$ cat src/source/exec_pkg.sv
package exec_pkg;

	// ====================
	// ALU opcodes.
	localparam logic [4:0] ALU_ADD   = 5'h00;
	localparam logic [4:0] ALU_ADDC  = 5'h01;
	localparam logic [4:0] ALU_SUB   = 5'h02;
	localparam logic [4:0] ALU_SUBC  = 5'h03;
	localparam logic [4:0] ALU_LSL   = 5'h04;
	localparam logic [4:0] ALU_LSR   = 5'h05;
	localparam logic [4:0] ALU_AND   = 5'h06;
	localparam logic [4:0] ALU_XOR   = 5'h07;
	localparam logic [4:0] ALU_BIC   = 5'h08;
	localparam logic [4:0] ALU_BST   = 5'h09;
	localparam logic [4:0] ALU_OR    = 5'h0a;
	localparam logic [4:0] ALU_COPYB = 5'h0b;
	localparam logic [4:0] ALU_CMP   = 5'h0c;
	localparam logic [4:0] ALU_MOVHI = 5'h0d;
	localparam logic [4:0] ALU_ASR   = 5'h0e;
	localparam logic [4:0] ALU_COPYA = 5'h0f;
	localparam logic [4:0] ALU_GCR   = 5'h10;
	localparam logic [4:0] ALU_SWI   = 5'h11;
	localparam logic [4:0] ALU_RFE   = 5'h12;

	// ====================
	// Instruction classes and branch conditions.
	localparam logic [1:0] CLASS_ARITH  = 2'd0;
	localparam logic [1:0] CLASS_BRANCH = 2'd1;
	localparam logic [1:0] CLASS_MEM    = 2'd2;
	localparam logic [1:0] CLASS_MISC   = 2'd3;

	localparam logic [2:0] BR_NE     = 3'd1;
	localparam logic [2:0] BR_EQ     = 3'd2;
	localparam logic [2:0] BR_NC     = 3'd3;
	localparam logic [2:0] BR_C      = 3'd4;
	localparam logic [2:0] BR_GT     = 3'd5;
	localparam logic [2:0] BR_LT     = 3'd6;
	localparam logic [2:0] BR_ALWAYS = 3'd7;

	// First ALU operand source.
	localparam logic [1:0] OP1_RA = 2'd0;
	localparam logic [1:0] OP1_RB = 2'd1;
	localparam logic [1:0] OP1_PC = 2'd2;

	// ====================
	// Pipeline bundles.
	typedef struct packed {
		logic [31:0] ra, rb, imm32, pc_plus_4;
		logic [3:0]  rd_sel;
		logic        update_rd;
		logic [4:0]  alu_opc;
		logic [1:0]  op1_src;
		logic        op2_rb;
		logic        mem_load, mem_store;
		logic [1:0]  mem_width;
		logic [2:0]  branch_cond;
		logic [1:0]  instr_class;
		logic        is_call, update_carry, update_flags;
		logic [2:0]  cr_sel;
		logic        write_cr;
		logic        is_swi, is_rfe, valid;
	} exec_op_t;

	typedef struct packed {
		logic [31:0] alu_out, wr_val;
		logic        wr_result;
		logic [3:0]  rd_sel;
		logic        mem_load, mem_store, mem_wr_en;
		logic [1:0]  mem_width;
		logic [31:0] mar, mdr, pc_plus_4;
		logic        valid;
	} exec_result_t;

endpackage

$ cat src/source/cr_pkg.sv
package cr_pkg;

	// ====================
	// Control register indices.
	localparam logic [2:0] CR_VECTOR    = 3'd0;
	localparam logic [2:0] CR_PSR       = 3'd1;
	localparam logic [2:0] CR_SAVED_PSR = 3'd2;
	localparam logic [2:0] CR_FAULT     = 3'd3;
	localparam logic [2:0] CR_DFAULT    = 3'd4;

	localparam logic [1:0] AXI_RESP_OKAY = 2'b00;

	typedef struct packed {
		logic irq_en;
		logic n;
		logic o;
		logic c;
		logic z;
	} psr_t;

	typedef struct packed {
		logic exception_start;
		logic exception_disable_irqs;
		logic data_abort;
	} exc_event_t;

	// ====================
	// AXI4-Lite channel payloads.
	typedef struct packed {
		logic [31:0] addr;
	} axil_aw_t;

	typedef struct packed {
		logic [31:0] addr;
	} axil_ar_t;

	typedef struct packed {
		logic [31:0] data;
		logic [3:0]  strb;
	} axil_w_t;

	typedef struct packed {
		logic [31:0] data;
		logic [1:0]  resp;
	} axil_r_t;

	typedef struct packed {
		logic [1:0] resp;
	} axil_b_t;

endpackage

$ cat src/source/exec_alu.sv
module exec_alu (
	input  logic [4:0]  i_opc,
	input  logic [31:0] i_op1,
	input  logic [31:0] i_op2,
	input  logic        i_carry_in,
	input  logic [31:0] i_cr_val,
	input  logic [25:0] i_vector_base,
	input  logic [31:0] i_fault_addr,
	output logic [31:0] o_result,
	output logic        o_c,
	output logic        o_o,
	output logic        o_n,
	output logic        o_z
);
	import exec_pkg::*;

	logic [32:0] sum;
	logic [32:0] diff;

	assign sum  = {1'b0, i_op1} + {1'b0, i_op2};
	assign diff = {1'b0, i_op1} - {1'b0, i_op2};

	always_comb begin
		o_result = 32'b0;
		o_c = 1'b0;
		o_o = 1'b0;
		o_n = 1'b0;

		case (i_opc)
			ALU_ADD:   {o_c, o_result} = sum;
			ALU_ADDC:  {o_c, o_result} = sum + {32'b0, i_carry_in};
			ALU_SUB:   {o_c, o_result} = diff;
			ALU_SUBC:  {o_c, o_result} = diff - {32'b0, i_carry_in};
			ALU_LSL:   {o_c, o_result} = {1'b0, i_op1} << i_op2[4:0];
			ALU_LSR:   o_result = i_op1 >> i_op2[4:0];
			ALU_AND:   o_result = i_op1 & i_op2;
			ALU_XOR:   o_result = i_op1 ^ i_op2;
			ALU_BIC:   o_result = i_op1 & ~(32'b1 << i_op2[4:0]);
			ALU_BST:   o_result = i_op1 | (32'b1 << i_op2[4:0]);
			ALU_OR:    o_result = i_op1 | i_op2;
			ALU_COPYB: o_result = i_op2;
			ALU_CMP: begin
				{o_c, o_result} = diff;
				// Signed overflow when the operand signs differ and the result follows op2.
				o_o = (i_op1[31] ^ i_op2[31]) && (o_result[31] == i_op2[31]);
				o_n = o_result[31];
			end
			ALU_MOVHI: o_result = i_op1 | {16'b0, i_op2[15:0]};
			ALU_ASR:   o_result = $signed(i_op1) >>> i_op2[4:0];
			ALU_COPYA: o_result = i_op1;
			ALU_GCR:   o_result = i_cr_val;
			// Software interrupt entry sits 8 bytes into the vector table.
			ALU_SWI:   o_result = {i_vector_base, 6'h08};
			ALU_RFE:   o_result = i_fault_addr;
			default:   o_result = 32'b0;
		endcase
	end

	assign o_z = (i_op1 == i_op2);

endmodule

$ cat src/source/control_regs.sv
module control_regs (
	input  logic               clk,
	input  logic               rst,
	input  logic               i_flags_wr,
	input  logic               i_carry_wr,
	input  logic               i_alu_c,
	input  logic               i_alu_o,
	input  logic               i_alu_n,
	input  logic               i_alu_z,
	input  logic [2:0]         i_cr_sel,
	input  logic               i_cr_wr_en,
	input  logic [31:0]        i_cr_wr_val,
	input  logic               i_is_swi,
	input  logic               i_is_rfe,
	input  cr_pkg::exc_event_t i_exc,
	input  logic [31:0]        i_pc_plus_4,
	input  logic [31:0]        i_mar,
	input  logic [2:0]         i_dbg_sel,
	input  logic               i_dbg_wr_en,
	input  logic [31:0]        i_dbg_wr_val,
	output cr_pkg::psr_t       o_psr,
	output logic [31:0]        o_cr_val,
	output logic [31:0]        o_dbg_val,
	output logic [25:0]        o_vector_base,
	output logic [31:0]        o_fault_addr
);
	import cr_pkg::*;

	psr_t        psr_q;
	psr_t        saved_psr;
	logic [25:0] vector_addr;
	logic [31:0] fault_addr;
	logic [31:0] dfault_addr;
	logic [7:0]  dbg_wr;
	logic [7:0]  pipe_wr;
	logic [31:0] cr_file [8];

	assign dbg_wr  = i_dbg_wr_en ? (8'b1 << i_dbg_sel) : 8'b0;
	assign pipe_wr = i_cr_wr_en ? (8'b1 << i_cr_sel) : 8'b0;

	// Unimplemented indices read as zero.
	always_comb begin
		cr_file = '{default: 32'b0};
		cr_file[CR_VECTOR]    = {vector_addr, 6'b0};
		cr_file[CR_PSR]       = {27'b0, psr_q};
		cr_file[CR_SAVED_PSR] = {27'b0, saved_psr};
		cr_file[CR_FAULT]     = fault_addr;
		cr_file[CR_DFAULT]    = dfault_addr;
	end

	assign o_cr_val  = cr_file[i_cr_sel];
	assign o_dbg_val = cr_file[i_dbg_sel];

	// ====================
	// Processor status.
	always_ff @(posedge clk) begin
		if (rst) begin
			psr_q <= '0;
		end else if (dbg_wr[CR_PSR]) begin
			psr_q <= i_dbg_wr_val[4:0];
		end else if (i_is_rfe) begin
			psr_q <= saved_psr;
		end else begin
			if (pipe_wr[CR_PSR]) begin
				psr_q <= i_cr_wr_val[4:0];
			end else begin
				if (i_flags_wr) begin
					psr_q.z <= i_alu_z;
					psr_q.n <= i_alu_n;
					psr_q.o <= i_alu_o;
				end
				if (i_carry_wr)
					psr_q.c <= i_alu_c;
			end
			if (i_exc.exception_disable_irqs)
				psr_q.irq_en <= 1'b0;
		end
	end

	// ====================
	// Vector base, saved status and fault addresses.
	always_ff @(posedge clk) begin
		if (rst)
			vector_addr <= 26'b0;
		else if (dbg_wr[CR_VECTOR])
			vector_addr <= i_dbg_wr_val[31:6];
		else if (pipe_wr[CR_VECTOR])
			vector_addr <= i_cr_wr_val[31:6];
	end

	always_ff @(posedge clk) begin
		if (rst)
			saved_psr <= '0;
		else if (dbg_wr[CR_SAVED_PSR])
			saved_psr <= i_dbg_wr_val[4:0];
		else if (i_is_swi || i_exc.exception_start || i_exc.exception_disable_irqs)
			saved_psr <= psr_q;
		else if (pipe_wr[CR_SAVED_PSR])
			saved_psr <= i_cr_wr_val[4:0];
	end

	always_ff @(posedge clk) begin
		if (rst)
			fault_addr <= 32'b0;
		else if (dbg_wr[CR_FAULT])
			fault_addr <= i_dbg_wr_val;
		else if (i_exc.exception_disable_irqs)
			fault_addr <= i_pc_plus_4;
		else if (pipe_wr[CR_FAULT])
			fault_addr <= i_cr_wr_val;
	end

	always_ff @(posedge clk) begin
		if (rst)
			dfault_addr <= 32'b0;
		else if (dbg_wr[CR_DFAULT])
			dfault_addr <= i_dbg_wr_val;
		else if (i_exc.data_abort)
			dfault_addr <= i_mar;
		else if (pipe_wr[CR_DFAULT])
			dfault_addr <= i_cr_wr_val;
	end

	assign o_psr         = psr_q;
	assign o_vector_base = vector_addr;
	assign o_fault_addr  = fault_addr;

endmodule

$ cat src/source/dbg_axil_slave.sv
module dbg_axil_slave (
	input  logic             clk,
	input  logic             rst,
	input  cr_pkg::axil_aw_t i_aw,
	input  logic             i_aw_valid,
	output logic             o_aw_ready,
	input  cr_pkg::axil_w_t  i_w,
	input  logic             i_w_valid,
	output logic             o_w_ready,
	output cr_pkg::axil_b_t  o_b,
	output logic             o_b_valid,
	input  logic             i_b_ready,
	input  cr_pkg::axil_ar_t i_ar,
	input  logic             i_ar_valid,
	output logic             o_ar_ready,
	output cr_pkg::axil_r_t  o_r,
	output logic             o_r_valid,
	input  logic             i_r_ready,
	output logic [2:0]       o_dbg_sel,
	output logic             o_dbg_wr_en,
	output logic [31:0]      o_dbg_wr_val,
	input  logic [31:0]      i_dbg_val
);
	import cr_pkg::*;

	logic        aw_held;
	logic        w_held;
	logic [31:0] wr_addr;
	logic [31:0] wr_data;
	logic        wr_fire;
	logic        ar_fire;
	logic [31:0] rd_data;

	assign wr_fire    = aw_held && w_held;
	assign o_aw_ready = !aw_held && !o_b_valid;
	assign o_w_ready  = !w_held && !o_b_valid;
	// A read never shares the register select with a write strobe.
	assign o_ar_ready = !o_r_valid && !wr_fire;
	assign ar_fire    = i_ar_valid && o_ar_ready;

	// Registers occupy the first 32 bytes.
	assign o_dbg_wr_en  = wr_fire && (wr_addr[31:5] == 27'b0);
	assign o_dbg_wr_val = wr_data;
	assign o_dbg_sel    = wr_fire ? wr_addr[4:2] : i_ar.addr[4:2];

	// ====================
	// Write path.
	always_ff @(posedge clk) begin
		if (rst) begin
			aw_held   <= 1'b0;
			w_held    <= 1'b0;
			o_b_valid <= 1'b0;
		end else begin
			if (i_aw_valid && o_aw_ready)
				aw_held <= 1'b1;
			if (i_w_valid && o_w_ready)
				w_held <= 1'b1;
			if (wr_fire) begin
				aw_held   <= 1'b0;
				w_held    <= 1'b0;
				o_b_valid <= 1'b1;
			end else if (o_b_valid && i_b_ready) begin
				o_b_valid <= 1'b0;
			end
		end
	end

	// ====================
	// Read path.
	always_ff @(posedge clk) begin
		if (rst)
			o_r_valid <= 1'b0;
		else if (ar_fire)
			o_r_valid <= 1'b1;
		else if (o_r_valid && i_r_ready)
			o_r_valid <= 1'b0;
	end

	always_ff @(posedge clk) begin
		if (i_aw_valid && o_aw_ready)
			wr_addr <= i_aw.addr;
		if (i_w_valid && o_w_ready)
			wr_data <= i_w.data;
		if (ar_fire)
			rd_data <= (i_ar.addr[31:5] == 27'b0) ? i_dbg_val : 32'b0;
	end

	assign o_b = '{resp: AXI_RESP_OKAY};
	assign o_r = '{data: rd_data, resp: AXI_RESP_OKAY};

endmodule

$ cat src/source/exec_stage.sv
module exec_stage (
	input  logic                   clk,
	input  logic                   rst,
	input  exec_pkg::exec_op_t     i_op,
	input  cr_pkg::exc_event_t     i_exc,
	input  logic [2:0]             i_dbg_sel,
	input  logic                   i_dbg_wr_en,
	input  logic [31:0]            i_dbg_wr_val,
	output exec_pkg::exec_result_t o_res,
	output logic                   o_branch_taken,
	output logic                   o_stall_clear,
	output logic                   o_irqs_enabled,
	output logic [25:0]            o_vector_base,
	output logic [31:0]            o_dbg_val
);
	import exec_pkg::*;
	import cr_pkg::*;

	logic [31:0] op1;
	logic [31:0] op2;
	logic [31:0] alu_q;
	logic        alu_c, alu_o, alu_n, alu_z;
	logic [31:0] cr_val;
	logic [31:0] fault_addr;
	psr_t        psr;
	logic        cond_met;
	logic        is_branch;
	logic        upd_flags, upd_carry, cr_wr, swi, rfe, load, store;

	// Nothing from an invalid slot reaches architectural state.
	assign upd_flags = i_op.valid && i_op.update_flags;
	assign upd_carry = i_op.valid && i_op.update_carry;
	assign cr_wr     = i_op.valid && i_op.write_cr;
	assign swi       = i_op.valid && i_op.is_swi;
	assign rfe       = i_op.valid && i_op.is_rfe;
	assign load      = i_op.valid && i_op.mem_load;
	assign store     = i_op.valid && i_op.mem_store;
	assign is_branch = i_op.valid && (i_op.instr_class == CLASS_BRANCH);

	always_comb begin
		case (i_op.op1_src)
			OP1_RA:  op1 = i_op.ra;
			OP1_RB:  op1 = i_op.rb;
			default: op1 = i_op.pc_plus_4;
		endcase
	end

	assign op2 = i_op.op2_rb ? i_op.rb : i_op.imm32;

	always_comb begin
		case (i_op.branch_cond)
			BR_ALWAYS: cond_met = 1'b1;
			BR_NE:     cond_met = !psr.z;
			BR_EQ:     cond_met = psr.z;
			BR_NC:     cond_met = !psr.c;
			BR_C:      cond_met = psr.c;
			BR_GT:     cond_met = !psr.z && (psr.n == psr.o);
			BR_LT:     cond_met = psr.n != psr.o;
			default:   cond_met = 1'b0;
		endcase
	end

	exec_alu u_alu (
		.i_opc         (i_op.alu_opc),
		.i_op1         (op1),
		.i_op2         (op2),
		.i_carry_in    (psr.c),
		.i_cr_val      (cr_val),
		.i_vector_base (o_vector_base),
		.i_fault_addr  (fault_addr),
		.o_result      (alu_q),
		.o_c           (alu_c),
		.o_o           (alu_o),
		.o_n           (alu_n),
		.o_z           (alu_z)
	);

	control_regs u_cregs (
		.clk           (clk),
		.rst           (rst),
		.i_flags_wr    (upd_flags),
		.i_carry_wr    (upd_carry),
		.i_alu_c       (alu_c),
		.i_alu_o       (alu_o),
		.i_alu_n       (alu_n),
		.i_alu_z       (alu_z),
		.i_cr_sel      (i_op.cr_sel),
		.i_cr_wr_en    (cr_wr),
		.i_cr_wr_val   (i_op.ra),
		.i_is_swi      (swi),
		.i_is_rfe      (rfe),
		.i_exc         (i_exc),
		.i_pc_plus_4   (i_op.pc_plus_4),
		.i_mar         (o_res.mar),
		.i_dbg_sel     (i_dbg_sel),
		.i_dbg_wr_en   (i_dbg_wr_en),
		.i_dbg_wr_val  (i_dbg_wr_val),
		.o_psr         (psr),
		.o_cr_val      (cr_val),
		.o_dbg_val     (o_dbg_val),
		.o_vector_base (o_vector_base),
		.o_fault_addr  (fault_addr)
	);

	// ====================
	// Memory stage registers.
	always_ff @(posedge clk) begin
		if (rst) begin
			o_branch_taken  <= 1'b0;
			o_stall_clear   <= 1'b0;
			o_res.valid     <= 1'b0;
			o_res.wr_result <= 1'b0;
			o_res.mem_load  <= 1'b0;
			o_res.mem_store <= 1'b0;
			o_res.mem_wr_en <= 1'b0;
		end else begin
			o_branch_taken  <= (is_branch && cond_met) || swi || rfe;
			o_stall_clear   <= is_branch;
			o_res.valid     <= i_op.valid;
			o_res.wr_result <= i_op.valid && i_op.update_rd;
			o_res.mem_load  <= load;
			o_res.mem_store <= store;
			o_res.mem_wr_en <= store;
			o_res.alu_out   <= alu_q;
			o_res.rd_sel    <= i_op.rd_sel;
			o_res.pc_plus_4 <= i_op.pc_plus_4;

			if (i_op.is_call)
				o_res.wr_val <= i_op.pc_plus_4;
			else if (i_op.mem_store)
				o_res.wr_val <= op2;
			else
				o_res.wr_val <= alu_q;

			if (load || store) begin
				o_res.mem_width <= i_op.mem_width;
				o_res.mar       <= alu_q;
				o_res.mdr       <= i_op.rb;
			end
		end
	end

	assign o_irqs_enabled = psr.irq_en;

endmodule

$ cat src/source/exec_top.sv
module exec_top (
	input  logic                   clk,
	input  logic                   rst,
	input  exec_pkg::exec_op_t     i_op,
	input  cr_pkg::exc_event_t     i_exc,
	output exec_pkg::exec_result_t o_res,
	output logic                   o_branch_taken,
	output logic                   o_stall_clear,
	output logic                   o_irqs_enabled,
	output logic [25:0]            o_vector_base,
	input  cr_pkg::axil_aw_t       i_aw,
	input  logic                   i_aw_valid,
	output logic                   o_aw_ready,
	input  cr_pkg::axil_w_t        i_w,
	input  logic                   i_w_valid,
	output logic                   o_w_ready,
	output cr_pkg::axil_b_t        o_b,
	output logic                   o_b_valid,
	input  logic                   i_b_ready,
	input  cr_pkg::axil_ar_t       i_ar,
	input  logic                   i_ar_valid,
	output logic                   o_ar_ready,
	output cr_pkg::axil_r_t        o_r,
	output logic                   o_r_valid,
	input  logic                   i_r_ready
);
	logic [2:0]  dbg_sel;
	logic        dbg_wr_en;
	logic [31:0] dbg_wr_val;
	logic [31:0] dbg_val;

	exec_stage u_exec (
		.clk            (clk),
		.rst            (rst),
		.i_op           (i_op),
		.i_exc          (i_exc),
		.i_dbg_sel      (dbg_sel),
		.i_dbg_wr_en    (dbg_wr_en),
		.i_dbg_wr_val   (dbg_wr_val),
		.o_res          (o_res),
		.o_branch_taken (o_branch_taken),
		.o_stall_clear  (o_stall_clear),
		.o_irqs_enabled (o_irqs_enabled),
		.o_vector_base  (o_vector_base),
		.o_dbg_val      (dbg_val)
	);

	// Debugger access to the control registers.
	dbg_axil_slave u_dbg (
		.clk          (clk),
		.rst          (rst),
		.i_aw         (i_aw),
		.i_aw_valid   (i_aw_valid),
		.o_aw_ready   (o_aw_ready),
		.i_w          (i_w),
		.i_w_valid    (i_w_valid),
		.o_w_ready    (o_w_ready),
		.o_b          (o_b),
		.o_b_valid    (o_b_valid),
		.i_b_ready    (i_b_ready),
		.i_ar         (i_ar),
		.i_ar_valid   (i_ar_valid),
		.o_ar_ready   (o_ar_ready),
		.o_r          (o_r),
		.o_r_valid    (o_r_valid),
		.i_r_ready    (i_r_ready),
		.o_dbg_sel    (dbg_sel),
		.o_dbg_wr_en  (dbg_wr_en),
		.o_dbg_wr_val (dbg_wr_val),
		.i_dbg_val    (dbg_val)
	);

endmodule

$ cat config.mk
export PLATFORM = sky130hd
export DESIGN_NAME = exec_top
export DESIGN_NICKNAME = d
export VERILOG_FILES = /design/src/source/exec_pkg.sv /design/src/source/cr_pkg.sv /design/src/source/exec_alu.sv /design/src/source/control_regs.sv /design/src/source/dbg_axil_slave.sv /design/src/source/exec_stage.sv /design/src/source/exec_top.sv
export SDC_FILE = /design/constraint.sdc
export NUM_CORES = 1
export LEC_CHECK = 0
export BUFFER_PORTS_ARGS = -buffer_cell sky130_fd_sc_hd__buf_2
export CAP_MARGIN = 20
export CORE_UTILIZATION = 60
export CTS_BUF_LIST = sky130_fd_sc_hd__clkbuf_16
export CTS_CLUSTER_SIZE = 12
export DETAILED_ROUTE_END_ITERATION = 10
export GPL_TIMING_DRIVEN = 0
export MAX_ROUTING_LAYER = met4
export PLACE_DENSITY = 0.84
export SYNTH_ARGS = -nofsm -noshare
export SYNTH_HDL_FRONTEND = slang
export SYNTH_HIERARCHICAL = 1
export SYNTH_SLANG_ARGS = --single-unit
$ cat constraint.sdc
create_clock -name clk -period 13.75 [get_ports clk]
set_clock_uncertainty 0.05 [all_clocks]
set_input_delay 0 -clock clk [delete_from_list [all_inputs] [get_ports clk]]
set_output_delay 0 -clock clk [all_outputs]
set_load 0.005 [all_outputs]
==> results of run 1 <==
stage by stage:
step	setup WS, ns	utilization	hold WS [ns]	cells
after CTS	5.77	0.749	0.00834	4848
after detailed placement	5.51	0.685	0.128	4584
after global placement	5.54	0.677	0.127	4546
after floorplan	7.94	-	0.0191	3394
routing by layer:
| layer | overflow | global-route usage |
|---|---|---|
| met1 | 21 | 0.871 |
| met2 | 165 | 0.968 |
| met3 | 18 | 0.747 |
| met4 | 129 | 0.832 |
| met5 | - | - |
timing repair:
action | CTS
hold endpoints to repair | 277
hold buffers | 191
setup endpoints to repair | 0
cell families after synthesis:
group	share of synthesized area
and+or+nand+nor	0.173
AOI/OAI and AO/OA	0.228
buffers and inverters	0.0686
DFF	0.334
muxes	0.128
xor gates and xnor gates	0.0306
adders and majority gates	0.0369
other	0.000125
==> results.toml, run 1 <==
[logic_synthesis]
ys_warn_count = 6
synth_common_cells = "nand2_1 (346), nor2_1 (306), o21ai_0 (271)"
yosys.area.top_type_share = 0.261
async_flop_share = 0
synth_most_common_cell = "nand2_1"
yosys_most_used_dff = "edfxtp_1"
yosys.area.top_type = "edfxtp_1"
yosys_register_bits = 370
synth_edf_count = 260
yosys-top-cells-area = "edfxtp_1 (26%), mux2i_1 (8.5%), dfxtp_1 (7.4%), o21ai_0 (4.5%), nand2_1 (4.3%)"
avgSynthCellArea_um2 = 8.83
synthesis.area_um2 = 29900
syn-instance-count = 3391
synthDistinctLibCells = 109
yosysSeqAreaShare = 0.334

[placed_design]
hpwl_um = 133000
dpl_cell_area_um2 = 33600
io_buffer_count = 488
gp_congestion = 1.24

[clock_tree]
cts_resized = 0
cts_made_buffers = 40
cts_setup_buffers = 0
htreeDepth = 2
cts_num_sinks = 370
clockBufferDepth = 3
cts_root_buffer = "clkbuf_16"

[outcome]
stop_stage = "global routing (5_1_grt)"
status = "stopped before the end"
tool.error = "[ERROR GRT-0116] Global routing finished with congestion. Check the congestion regions in the DRC Viewer."

[floorplanning]
die_y_um = 225
ios = 511
num_rows = 81
die_x_um = 225
start_util = 0.610

[grt]
grtUsageTotal = 0.866
grt_pass1_wl_um = 311000
grt_pass1_vias = 41300
grt-ovfl-total = 333
grt_max_degree = 70
==> run 2, diff against run 1 <==
--- a/config.mk
+++ b/config.mk
@@ -7,13 +7,10 @@
 export LEC_CHECK = 0
 export BUFFER_PORTS_ARGS = -buffer_cell sky130_fd_sc_hd__buf_2
 export CAP_MARGIN = 20
-export CORE_UTILIZATION = 60
-export CTS_BUF_LIST = sky130_fd_sc_hd__clkbuf_16
-export CTS_CLUSTER_SIZE = 12
+export CORE_UTILIZATION = 40
 export DETAILED_ROUTE_END_ITERATION = 10
 export GPL_TIMING_DRIVEN = 0
-export MAX_ROUTING_LAYER = met4
-export PLACE_DENSITY = 0.84
+export PLACE_DENSITY_LB_ADDON = 0.15
 export SYNTH_ARGS = -nofsm -noshare
 export SYNTH_HDL_FRONTEND = slang
 export SYNTH_HIERARCHICAL = 1
==> results.toml, run 2 <==
[outcome]
status = "complete, no violations"

[detailed_routing]
wl_met2_um = 75500
drt_pass1_iterations = 7
wl_met1_um = 72700
wire_per_inst_um = 35.5
maxUsedRoutingLayer = "met5"
wirelength_um = 184000
viasPerCell = 6.61
drt-initial-drc-count = 5273
via_count = 34200
routed-wl-met3_um = 22400
ant_nets = 0
drc = 0

[final_layout]
final_cell_mix = "buf_2 (532), nand2_1 (346), nor2_1 (306), edfxtp_1 (260), mux2i_1 (255)"
syn2layout_area_growth_pct = 25.6
nNetsFinal = 4535
largest_register_ffs = 170
top_register = "u_exec/o_res"
final_common_cell = "buf_2"
drive_gt1_frac = 0.219

[hold_path]
holdPathStages = 4
min_path_type = "in -> reg"
hp-start = "i_op[82]"
min_to = "u_exec/o_res[125]$_DFFE_PN_"

[floorplanning]
die_y_um = 276
start_util = 0.407
ios = 511
num_rows = 99
die_x_um = 276
dieArea_um2 = 75900
coreArea_um2 = 73500

[clock_tree]
cts_tree = "built"
cts_made_buffers = 41
cts_num_sinks = 370
htreeDepth = 2
clockBufferDepth = 3
clkTransAtPathRegs_ns = 0.07
cts_root_buffer = "clkbuf_16"
clk_latency_ns = 0.59

[logic_synthesis]
synthMuxAreaShare = 0.128
avgSynthCellArea_um2 = 8.83
ys_warn_count = 6
synthXorXnorAreaFrac = 0.0306
yosys_register_bits = 370
syn-instance-count = 3391
synth_edf_count = 260
synth_top_family_by_area = "compound AO/OA/AOI/OAI gates"
yosys.area.top_type_share = 0.261
async_flop_share = 0
synth_common_cells = "nand2_1 (346), nor2_1 (306), o21ai_0 (271)"
synth_most_common_cell = "nand2_1"
synth_fa_ha_area_frac = 0.0369
synth_compound_area_frac = 0.228
synthDistinctLibCells = 109
yosys.area.top_type = "edfxtp_1"
yosys.area_share.simple = 0.173
synthesis.area_um2 = 29900
yosys_most_used_dff = "edfxtp_1"
yosysSeqAreaShare = 0.334
yosys-top-cells-area = "edfxtp_1 (26%), mux2i_1 (8.5%), dfxtp_1 (7.4%), o21ai_0 (4.5%), nand2_1 (4.3%)"

[grt]
antenna_found_initial = 10
grt_pass1_vias = 31500
grt_pass1_wl_um = 248000
grt_max_degree = 65
grt-ovfl-total = 0
grtUsageTotal = 0.468

[timing]
max_slew.worst_pin.slew_ns = 1.38
grt_setup_unrepaired = "no"
fin_setup_tns_ns = 0
slew_viol_final = 0
hold_viol_final = 0
fmax_mhz = 115
max_slew_margin = 0.0831
setup_violations = 0
min_period_ns = 8.73
setup_slack_ns = 5.02
min_period_over_period = 0.635

[critical_path]
reg2reg_slack_ns = 8.78
cp_data_required_time_ns = 14.12
end_kind = "flip-flop"
path_max_fanout = 11
r2r_cells = 14
rr_endpoint = "u_exec/o_res[133]$_DFFE_PN_"
r2r-start = "u_exec/u_cregs/o_psr[1]$_SDFFE_PP0P_"
arrival_ns = 9.10
start_kind = "primary input"
crit_type = "in -> reg"

[run]
maxCapViolCount = 0

[placed_design]
hpwl_um = 147000
gp_congestion = 1.10
io_buffer_count = 488
post-place-ws_ns = 5.23

[power_and_ir_drop]
cellPowerDensity_nw_per_um2 = 108
p_leak_nw = 14.9
ir_worst_vdd_mv = 0.105
finalPower_mw = 4.05
-- run 2: cells by family after synthesis --
kind of cell               Yosys count
other                                1
DFF                                370
adders and majority gates           87
xor gates and xnor gates           103
buffers and inverters              410
and+or+nand+nor                   1043
AOI/OAI and AO/OA                 1029
muxes                              348
-- run 2: worst max-delay path by stage --
stage	startpoint	to	slack [ns]	depth (start not counted)
after global placement	i_op[19]	u_exec/o_res[119]$_DFFE_PN_	5.21	22
after global routing	i_op[98]	u_exec/u_cregs/o_psr[1]$_SDFFE_PP0P_	4.89	26
after detailed placement	i_op[19]	u_exec/u_cregs/o_psr[1]$_SDFFE_PP0P_	5.23	26
after floorplan	i_op[19]	u_exec/o_res[134]$_DFFE_PN_	7.94	23
after CTS	i_op[98]	u_exec/u_cregs/o_psr[1]$_SDFFE_PP0P_	5.53	26
final	i_op[98]	u_exec/o_res[136]$_DFFE_PN_	5.02	23
-- run 2: what timing repair did --
action / CTS / global route
buffers inserted: 0 / 0
hold buffers: 202 / 0
hold endpoints to repair: 292 / 0
gates resized for setup: 0 / 0
-- run 2: metrics by stage --
stage / util / area (µm²) / std cells / hold slack (ns)
floorplan: - / 29900 / 3394 / 0.0191
global placement: 0.457 / 33600 / 4841 / 0.127
detailed placement: 0.464 / 34100 / 4887 / 0.128
CTS: 0.511 / 37500 / 5164 / 0.00461
global route: 0.511 / 37600 / 5170 / 0.0260
finish: 0.512 / 37600 / 5179 / 0.0174
-- run 2: where the power goes --
group          internal [mW]  total, mW  switching (mW)
Clock                  0.667       1.15           0.484
Combinational          0.494       1.55            1.06
Sequential              1.29       1.34          0.0507
-- run 2: cell type report --
type / count / area, µm²
clock buffers: 54 / 1140
repair buffers: 741 / 4960
inverters: 102 / 385
well taps: 959 / 1200
diodes: 10 / 25.0
plain buffers: 308 / 1670
clock inverters: 21 / 249
multi-input cells: 2614 / 17900
flip-flops and latches: 370 / 10000
fillers: 7030 / 35900
-- run 2: critical path, stage by stage --
cell,delay (ns)
dlygate4sd3_1,0.53
buf_2,0.14
mux2_4,0.31
clkbuf_1,0.27
inv_1,0.20
clkbuf_1,0.59
buf_1,0.60
buf_1,0.87
ha_1,0.40
buf_4,0.19
and3_4,0.17
a221oi_4,0.51
o31ai_2,0.32
a21oi_1,0.68
xnor2_1,0.27
nand4_2,0.21
or4_1,0.47
nor2_1,0.58
and4bb_2,0.35
xor2_1,0.07
o211ai_1,0.92
mux2i_1,0.17
o21ai_1,0.22
-- run 2: metal layers --
metal,up-vias,track usage
li1,14300,-
met1,16800,0.610
met2,2655,0.676
met3,532,0.135
met4,10,0.292
met5,-,0
(Power assumes the default switching activity.)
